**src/fade_palette.mem**
```
// one 15-bit word per entry, hex: green 14..10, red 9..5, blue 4..0
03E0
0F80
1B20
26C0
3260
3E00
49A0
5540
60E0
6C80
7820
7C00
7003
6406
5809
4C0C
400F
3412
2815
1C18
101B
041E
005F
00BC
0119
0176
01D3
0230
028D
02EA
0347
03A4

```
**src/neo_pkg.sv**
```systemverilog
/* neopixel driver shared definitions
   timing at 12 MHz, bus widths and the frame phase type */
`default_nettype none

package neo_pkg;

  //////////////////////////////
  // chain and palette geometry
  //////////////////////////////
  localparam int num_pixels     = 8;    // LEDs in the chain
  localparam int pix_addr_w     = 3;    // pixel pointer width
  localparam int palette_depth  = 32;   // fading palette entries
  localparam int palette_addr_w = 5;    // palette address and offset
  localparam int color_w        = 15;   // packed 5:5:5 green, red, blue
  localparam int pixel_w        = 24;   // widened 8:8:8 as sent on the line
  localparam int bit_idx_w      = 5;    // bit index 0..23 inside a pixel

  //////////////////////////////
  // WS2812B bit timing
  //////////////////////////////
  // 83.3 ns clock, so 15 clocks make a 1250 ns bit
  localparam int bit_period = 15;
  localparam int bit1_hi    = 10;       // ~833 ns high for a one
  localparam int bit0_hi    = 5;        // ~417 ns high for a zero
  localparam int bit_cnt_w  = 4;        // counts 0..14

  //////////////////////////////
  // reset gap between frames
  //////////////////////////////
  localparam int tick_count  = 120;     // clocks per 10 us tick
  localparam int tick_cnt_w  = 7;
  localparam int reset_ticks = 7;       // 70 us gap, chain needs > 50 us
  localparam int gap_cnt_w   = 3;

  // gap while the chain latches, data while bits go out
  typedef enum logic {
    phase_gap,
    phase_data
  } frame_phase_t;

endpackage

`default_nettype wire
```
**src/neopixel_top.sv**
```systemverilog
/* neopixel chain driver top: frame sequencer, palette ROM and serializer */
`timescale 1ns/1ps
`default_nettype none

module neopixel_top (
  input  wire   clk,
  input  wire   rst_n,
  input  wire   run,        // level, lets new frames start
  input  wire   low_power,  // level, dimmed colour widening
  output logic  dout        // serial data to first LED
);
  import neo_pkg::*;

  frame_phase_t               phase;
  logic                       sof;
  logic                       eof;
  logic [palette_addr_w-1:0]  offset;
  logic [pix_addr_w-1:0]      rd_addr;
  logic [pixel_w-1:0]         rd_data;

  //////////////////////////////
  // producer, buffer, consumer
  //////////////////////////////
  frame_sequencer u_seq (
    .clk    (clk),
    .rst_n  (rst_n),
    .run    (run),
    .eof    (eof),
    .phase  (phase),
    .sof    (sof),
    .offset (offset)
  );

  fade_palette_rom u_rom (
    .clk       (clk),
    .rd_addr   (rd_addr),
    .offset    (offset),
    .low_power (low_power),
    .rd_data   (rd_data)
  );

  neopixel_serializer u_ser (
    .clk     (clk),
    .rst_n   (rst_n),
    .phase   (phase),
    .sof     (sof),
    .rd_data (rd_data),
    .rd_addr (rd_addr),
    .eof     (eof),
    .dout    (dout)
  );

endmodule

`default_nettype wire

```
**src/neopixel_serializer.sv**
```systemverilog
/* neopixel serializer: shapes the WS2812B waveform, one 15-clock bit at a time,
   24 bits per pixel msb first, eight pixels per frame */
`timescale 1ns/1ps
`default_nettype none

module neopixel_serializer (
  input  wire                                 clk,
  input  wire                                 rst_n,
  input  wire neo_pkg::frame_phase_t          phase,
  input  wire                                 sof,      // frame start strobe
  input  wire [neo_pkg::pixel_w-1:0]          rd_data,  // next pixel from ROM
  output logic [neo_pkg::pix_addr_w-1:0]      rd_addr,  // pixel to fetch next
  output logic                                eof,      // one clock, frame done
  output logic                                dout      // serial line to chain
);
  import neo_pkg::*;

  logic                   busy;       // bits are going out
  logic [bit_cnt_w-1:0]   bit_cnt;    // clock within current bit
  logic                   bit_end;
  logic                   drop0;
  logic                   drop1;
  logic                   drop;       // end of high time for current bit
  logic [pixel_w-1:0]     shift_q;    // msb is the bit on the line
  logic [bit_idx_w-1:0]   bit_idx;
  logic [pix_addr_w-1:0]  pix_idx;    // pixel being shifted
  logic                   pix_end;
  logic                   frame_end;

  //////////////////////////////
  // bit timing pulses
  //////////////////////////////
  assign bit_end   = busy && (bit_cnt == bit_cnt_w'(bit_period - 1));
  assign drop0     = bit_cnt == bit_cnt_w'(bit0_hi - 1);   // last high clock of a 0
  assign drop1     = bit_cnt == bit_cnt_w'(bit1_hi - 1);   // last high clock of a 1
  assign drop      = shift_q[pixel_w-1] ? drop1 : drop0;
  assign pix_end   = bit_end && (bit_idx == bit_idx_w'(pixel_w - 1));
  assign frame_end = pix_end && (pix_idx == pix_addr_w'(num_pixels - 1));

  // bit-time counter, parked at 0 between frames
  always_ff @(posedge clk or negedge rst_n)
  begin
    if (!rst_n)
      bit_cnt <= '0;
    else if (sof || bit_end || !busy)
      bit_cnt <= '0;
    else
      bit_cnt <= bit_cnt + 1'b1;
  end

  //////////////////////////////
  // line control and pointers
  //////////////////////////////
  always_ff @(posedge clk or negedge rst_n)
  begin
    if (!rst_n)
    begin
      busy    <= 1'b0;
      dout    <= 1'b0;
      eof     <= 1'b0;
      rd_addr <= '0;
      pix_idx <= '0;
      bit_idx <= '0;
    end
    else
    begin
      eof <= 1'b0;                                 // strobe by default
      if (sof)
      begin
        busy    <= 1'b1;
        dout    <= 1'b1;                           // first bit starts high
        bit_idx <= '0;
        pix_idx <= '0;
        rd_addr <= pix_addr_w'(1);                 // pixel 0 already waiting
      end
      else if (frame_end)
      begin
        busy <= 1'b0;
        dout <= 1'b0;                              // hold low for the gap
        eof  <= 1'b1;
      end
      else if (bit_end)
      begin
        dout <= 1'b1;                              // every bit opens high
        if (pix_end)
        begin
          bit_idx <= '0;
          pix_idx <= pix_idx + 1'b1;
          rd_addr <= rd_addr + 1'b1;               // prefetch, wraps after 7
        end
        else
          bit_idx <= bit_idx + 1'b1;
      end
      else if (busy)
      begin
        if (drop)
          dout <= 1'b0;
      end
      else if (phase == phase_gap)
        rd_addr <= '0;                             // ready for next frame
    end
  end

  // pixel shift register
  always_ff @(posedge clk)
  begin
    if (sof || (pix_end && !frame_end))
      shift_q <= rd_data;                          // load next pixel
    else if (bit_end)
      shift_q <= {shift_q[pixel_w-2:0], 1'b0};     // msb first
  end

endmodule

`default_nettype wire

```
**src/fade_palette_rom.sv**
```systemverilog
/* fading palette ROM: registered read at offset plus pixel address,
   5-bit channels widened to bytes in green, red, blue order */
`timescale 1ns/1ps
`default_nettype none

module fade_palette_rom (
  input  wire                                 clk,
  input  wire [neo_pkg::pix_addr_w-1:0]       rd_addr,
  input  wire [neo_pkg::palette_addr_w-1:0]   offset,
  input  wire                                 low_power,  // level, dimmed widening
  output logic [neo_pkg::pixel_w-1:0]         rd_data     // one clock after address
);
  import neo_pkg::*;

  logic [color_w-1:0]         palette [palette_depth];
  logic [palette_addr_w-1:0]  rom_addr;
  logic [color_w-1:0]         pal_word;

  // 5-bit field to one byte
  // low power keeps the top two bits clear to spare the 5 V supply
  function automatic logic [7:0] widen(input logic [4:0] field, input logic lp);
    if (lp)
      return {2'b00, field, 1'b0};
    return {field, 3'b000};           // full scale, field in the top bits
  endfunction

  initial
  begin
    $readmemh("/design/src/fade_palette.mem", palette);
  end

  assign rom_addr = offset + palette_addr_w'(rd_addr);   // wraps mod 32
  assign pal_word = palette[rom_addr];

  // green 14..10, red 9..5, blue 4..0
  always_ff @(posedge clk)
  begin
    rd_data <= {widen(pal_word[14:10], low_power),
                widen(pal_word[9:5],   low_power),
                widen(pal_word[4:0],   low_power)};
  end

endmodule

`default_nettype wire

```
**src/frame_sequencer.sv**
```systemverilog
/* frame sequencer: times the reset gap, starts each frame when run allows
   and steps the palette offset once per completed frame */
`timescale 1ns/1ps
`default_nettype none

module frame_sequencer (
  input  wire                                 clk,
  input  wire                                 rst_n,
  input  wire                                 run,     // level, gates new frames
  input  wire                                 eof,     // last bit of frame sent
  output neo_pkg::frame_phase_t               phase,
  output logic                                sof,     // one clock, frame start
  output logic [neo_pkg::palette_addr_w-1:0]  offset   // palette start entry
);
  import neo_pkg::*;

  frame_phase_t           frame_st;   // phase request, phase lags it by one
  logic [tick_cnt_w-1:0]  tick_cnt;
  logic                   tick;       // 10 us strobe
  logic [gap_cnt_w-1:0]   gap_cnt;    // ticks seen in the gap
  logic                   gap_done;

  assign tick     = tick_cnt == tick_cnt_w'(tick_count - 1);
  assign gap_done = gap_cnt == gap_cnt_w'(reset_ticks - 1);

  //////////////////////////////
  // 10 us time base
  //////////////////////////////
  // restarts at every gap so the gap is never short
  always_ff @(posedge clk or negedge rst_n)
  begin
    if (!rst_n)
      tick_cnt <= '0;
    else if (frame_st == phase_data || tick)
      tick_cnt <= '0;
    else
      tick_cnt <= tick_cnt + 1'b1;
  end

  //////////////////////////////
  // gap counter and frame state
  //////////////////////////////
  always_ff @(posedge clk or negedge rst_n)
  begin
    if (!rst_n)
    begin
      frame_st <= phase_gap;
      gap_cnt  <= '0;
    end
    else if (frame_st == phase_data)
    begin
      if (eof)
        frame_st <= phase_gap;           // back to latch time
    end
    else if (tick)
    begin
      if (!gap_done)
        gap_cnt <= gap_cnt + 1'b1;
      else if (run)                      // held at limit while run is low
      begin
        frame_st <= phase_data;
        gap_cnt  <= '0;
      end
    end
  end

  // delayed copy, the one-clock difference is the start strobe
  always_ff @(posedge clk or negedge rst_n)
  begin
    if (!rst_n)
      phase <= phase_gap;
    else
      phase <= frame_st;
  end

  assign sof = (frame_st == phase_data) && (phase == phase_gap);

  // palette offset, one step per frame sent
  always_ff @(posedge clk or negedge rst_n)
  begin
    if (!rst_n)
      offset <= '0;
    else if (eof)
      offset <= (offset == palette_addr_w'(palette_depth - 1)) ? '0 : offset + 1'b1;
  end

endmodule

`default_nettype wire

```
**config.mk**
```make
export PLATFORM = sky130hd
export DESIGN_NAME = neopixel_top
export DESIGN_NICKNAME = d
export VERILOG_FILES = /design/src/neo_pkg.sv /design/src/neopixel_top.sv /design/src/neopixel_serializer.sv /design/src/fade_palette_rom.sv /design/src/frame_sequencer.sv
export SDC_FILE = /design/constraint.sdc
export NUM_CORES = 1
export LEC_CHECK = 0
export BUFFER_PORTS_ARGS = -buffer_cell sky130_fd_sc_hd__clkbuf_2
export CORE_MARGIN = 5
export CORE_UTILIZATION = 58
export DETAILED_ROUTE_END_ITERATION = 8
export HOLD_SLACK_MARGIN = 0.15
export PLACE_DENSITY = 0.77
export SLEW_MARGIN = 20
export SYNTH_ARGS = -nofsm -noshare
export SYNTH_HDL_FRONTEND = slang
export SYNTH_HIERARCHICAL = 1
export SYNTH_SLANG_ARGS = --single-unit
```
**constraint.sdc**
```tcl
create_clock -name clk -period 2 [get_ports clk]
set_input_delay 0.3 -clock clk [delete_from_list [all_inputs] [get_ports clk]]
set_output_delay 0.3 -clock clk [all_outputs]
set_load 0.005 [all_outputs]
```
Yosys cells after proc, flatten, opt, wreduce, memory -nomap -nowiden

Cells that the tools add are included.

$add $sub $neg: 5
Equal/unequal tests: 9
Mux-type cells: 36
Bitwise logic cells: 2
Reductions and logical operators: 21

Operators with widths:

| cell                  | number |
|---|---|
| $mux W24              | 2 |
| $mux W8               | 6 |
| $mux W5               | 4 |
| $mux W3               | 6 |
| $mux W1               | 16 |
| $eq A4 B4 Y1 const B  | 2 |
| $reduce_bool A2 Y1    | 4 |
| $reduce_bool A4 Y1    | 2 |
| $add A7 B1 Y7 const B | 1 |
| $eq A7 B7 Y1 const B  | 1 |
| $mux W7               | 1 |
| $add A3 B1 Y3 const B | 2 |
| $eq A3 B3 Y1 const B  | 2 |
| $reduce_and A3 Y1     | 2 |
| $add A5 B1 Y5 const B | 1 |
| $eq A5 B5 Y1 const B  | 1 |
| $logic_and A1 B1 Y1   | 5 |
| $add A4 B1 Y4 const B | 1 |
| $eq A4 B3 Y1 const B  | 1 |
| $logic_or A1 B1 Y1    | 4 |
| $mux W4               | 1 |
| $reduce_and A2 Y1     | 2 |
| $logic_not A1 Y1      | 2 |
| $ne A2 B1 Y1 const B  | 1 |
| 2 further kinds       | 3 |

Bits in registers: 71
Bits of input ports: 4
Output and inout port bits: 1
Logic and storage cells: 87

Longest topological paths before layout

Depth after elaboration: 8
Mapped depth: 7
Mapped depth without buffers: 5

Hierarchy

Netlist, hierarchy kept.

By module, submodules not included:

| module              | instances | cells each | area an instance (um2) | sequential area each (um2) |
|---|---|---|---|---|
| neopixel_serializer | 1         | 151        | 2115.8                 | 1171.1 |
| frame_sequencer     | 1         | 75         | 809.5                  | 425.4 |
| fade_palette_rom    | 1         | 25         | 183.9                  | 0.0 |

Worst setup path before layout

OpenSTA, ideal clock, no wires.

Kind: reg-to-reg
Start point: register u_seq.frame_st
End point: register u_ser/shift_q[0] (netlist name)
Library setup time: 381 ps
Data arrival time: 1672 ps
Data required time: 1619 ps
Setup slack: -53 ps
Cell stages (with the launch flop): 6
Path buffers: 1
Clock period less this slack: 2053 ps
Path through: dfrtp_1 inv_1 nor2_1 inv_1 clkbuf_1 nand2_1

RTL lines:

| what                   | RTL line              | RTL |
|---|---|---|
| start, declared        | frame_sequencer.sv:17 | `frame_phase_t frame_st;` |
| start signal, assigned | frame_sequencer.sv:47 | `frame_st <= phase_gap;` |
| start signal, assigned | frame_sequencer.sv:53 | `frame_st <= phase_gap;` |
| start signal, assigned | frame_sequencer.sv:61 | `frame_st <= phase_data;` |

Worst setup path after layout

Start point: register u_ser.pix_idx[0]
End point: register u_ser.shift_q[17] (data pin)

Word-level cells in the longest chain between the ends: 6

Ends and longest elaborated chain:

| what                   | RTL line                   | RTL |
|---|---|---|
| start, declared        | neopixel_serializer.sv:26  | `logic [pix_addr_w-1:0] pix_idx;` |
| start signal, assigned | neopixel_serializer.sv:88  | `pix_idx <= pix_idx + 1'b1;` |
| $eq A3 B3 Y1           | neopixel_serializer.sv:38  | `assign frame_end = pix_end && (pix_idx == pix_addr_w'(num_pixels - 1));` |
| $logic_and A1 B1 Y1    | neopixel_serializer.sv:38  |  |
| $logic_not A1 Y1       | neopixel_serializer.sv:107 | `if (sof \|\| (pix_end && !frame_end))` |
| $logic_and A1 B1 Y1    | neopixel_serializer.sv:107 |  |
| $logic_or A1 B1 Y1     | neopixel_serializer.sv:107 |  |
| $mux W24               | neopixel_serializer.sv:107 |  |
| end signal, assigned   | neopixel_serializer.sv:108 | `shift_q <= rd_data;` |
| end signal, assigned   | neopixel_serializer.sv:110 | `shift_q <= {shift_q[pixel_w-2:0], 1'b0};` |
| end, declared          | neopixel_serializer.sv:24  | `logic [pixel_w-1:0] shift_q;` |

No other way between the ends.
A chain may end at the register's enable or synchronous reset.

==> impl_results.md <==
- Pin count of the biggest net entering global routing: 28
- TritonRoute pass-1 iters: 4
- PortBufs: 3
- Max_cap viols: 0
- Cell-internal power: 1.49 mW
- Max Fanout on Critical Path: 24
- Total power consumption of the routed design: 1.84 mW
- Wire length of the first global-routing pass: 7.02 mm
- Total Die Area: around 6100 um2
- Run status: complete, no violations
- CTS tree: built
- Area growth from synthesis to layout: 4.71%
- Sequential cell fraction of total power: 0.593
- Post-route standard cell area excluding fillers: about 2800 um2
- DRC viols: 0
- Final core occ: 0.636
- IO Pins: 5
- Critical path endpoint category: flop
- Peak VDD IR: 0.456 mV
- Time the final worst path needs with I/O delays and setup: roughly 1.9 ns
- Max Root-Sink Buffers: 2
- Number of antenna diodes: 0
- Post-Route Skew: around 0.0081 ns
- Worst EP required: just over 2 ns
- Synth Instances: 210
- Initial core utilization: 0.607
- Ratio of cells with drive above 1 in the final layout: 0.232
- Aggregate routed wire length: approximately 3.8 mm
- Final clock period utilization by the worst path: 0.941
- Worst hold-check slack: 0.290 ns
- Final slew viol count: 0
- Critical Path Start: u_ser/pix_idx[0]$_DFFE_PN0P_
- Sw Share: 0.187
- Die X-Extent: a little under 80 um
- Antenna violations before repair: 0
- Total congestion overflow after global routing: 0
- Hold violation total from the final report: 0
- Number of synthesis warnings: 6
- Final antenna-violating net count: 0
- Via count: 1487
- Combined area of the multi-input logic cells: 1090 um2
- Cell area after synthesis: 2680 um2
- Final Net Count: ~230
- Setup Slack @ Placement: between 0.1 and 0.15 ns
- Start of the worst register-to-register path: u_ser/pix_idx[0]$_DFFE_PN0P_
- CP Data Arrival Time: between 1.5 and 2 ns
- FF+latch area: 1400 um2
- Slew Limit Headroom: 0.541
- Number of failing setup endpoints in the final timing report: 0
- Later-pin clock latency in the skew report: around 0.3 ns
- FP Rows: 24
- Syn_area_per_cell: ~13 um2
- Filler-free cell count of the finished design: roughly 270
- GRT Overall Usage: 0.144
- Num CTS Buffers: 5
- Hpwl dp: about 2.5 mm
- Worst hold path startpoint: run
- Share of power burned in the clock network: 0.395
- Setup repair after global routing missed its margin: false
- Number of buffers inserted by post-CTS setup repair: 0
- Worst-case setup margin in the final layout: 0.119 ns
- Clock root cell: clkbuf_8
- Worst Setup Start Kind: flop
- Start-to-end type of the worst setup path: flop to flop
- LEAKAGE: between 1 and 1.5 nW
- Transition time at the pin with the least slew margin: ~0.69 ns
- Power density cells: between 600 and 700 nW/um2
- Cell count after placement: around 260
- Fin Setup TNS: 0 ns
- Final RePlAce weighted congestion: 0.779
- H-tree depth reported by CTS: 2
- CTS clock-pin slew for the worst setup and hold paths: 0.09 ns
- Sinks on the clock net: just over 50
- Worst hold path type: input port to flop
- Placed Instance Area: ~2700 um2
- Maximum achievable frequency: about 530 MHz
- Initial DRC count: 197
- Number of global-route vias before repair: approximately 1500
- CORE AREA: 4410 um2
- Avg WL per Cell: around 14 um
- Vertical die dimension: just under 80 um
- Part of the power in combinational logic: 0.012
- Switching pwr: about 0.34 mW
- Routed vias/inst: 5.47
- Fill cell total of the finished layout: around 350
worst paths after layout:
path / end / slack [ns] / depth (start not counted)
worst max-delay path: u_ser/shift_q[17]$_DFFE_PP_ / 0.12 / 6
min in group asynchronous: u_seq/gap_cnt[0]$_DFFE_PN0P_ / 0.57 / 2
max in group asynchronous: u_seq/tick_cnt[3]$_DFF_PN0_ / 0.99 / 2
worst max register to register: u_ser/shift_q[17]$_DFFE_PP_ / 0.12 / 6
worst min-delay path: u_seq/frame_st$_DFF_PN0_ / 0.29 / 3
worst min register to register: u_seq/frame_st$_DFF_PN0_ / 0.43 / 1
per-layer routing:
layer,share of wire,track usage,vias up
met4,0.011,0.0473,0
met1,0.47,0.187,733
met5,0,0,-
li1,-,-,740
met2,0.49,0.232,9
met3,0.027,0.0417,5
what timing repair did:
action / CTS / global route
resized for setup: 0 / 0
endpoints found under the hold margin: 27 / 0
hold buffers: 1 / 0
power by group through the flow:
| stage | Clock, mW | Sequential, mW | Combinational [mW] |
|---|---|---|---|
| final | 0.726 | 1.09 | 0.0219 |
| after CTS | 0.750 | 1.09 | 0.0216 |
| after global placement | 0 | 1.11 | 0.0197 |
| after detailed placement | 0 | 1.11 | 0.0201 |
| after global routing | 0.804 | 1.09 | 0.0282 |
| after floorplan | 0 | 1.11 | 0.0404 |
sequential cells by signal (all words and copies together), names as in the netlist:
name	count
u_seq/frame_st	1
u_seq/gap_cnt	3
u_seq/phase	1
u_seq/tick_cnt	7
u_ser/bit_cnt	4
u_ser/bit_idx	5
u_ser/busy	1
u_ser/dout	1
u_ser/eof	1
u_ser/pix_idx	3
u_ser/shift_q	24
layout by cell type, fill, tap and decap left out, drive strengths merged, types with 3 or more instances in the layout:
cell type and instances:
a21oi 7, buf 8, clkbuf 11, conb 24, dfrtp 27, edfxtp 24, ha 6, inv 6
mux2 25, nand2 11, nand3 6, nand4 6, nor2 13, nor2b 3, o21ai 7, o31ai 4
or3 3, xor2 3
critical path: stages, from the launching register on:
cell,delay (ns)
dfrtp_1,0.41
ha_1,0.20
ha_1,0.25
inv_2,0.15
a31oi_4,0.10
buf_12,0.19
mux2_4,0.31
cell type report:
class,count,share of cell area
sequential,51,0.497
multi-input combinational,143,0.389
clock buffer,8,0.0437
timing repair buffer,12,0.0392
tap,52,0.0232
inverter,6,0.00802
Power figures use the tool's default switching activity.
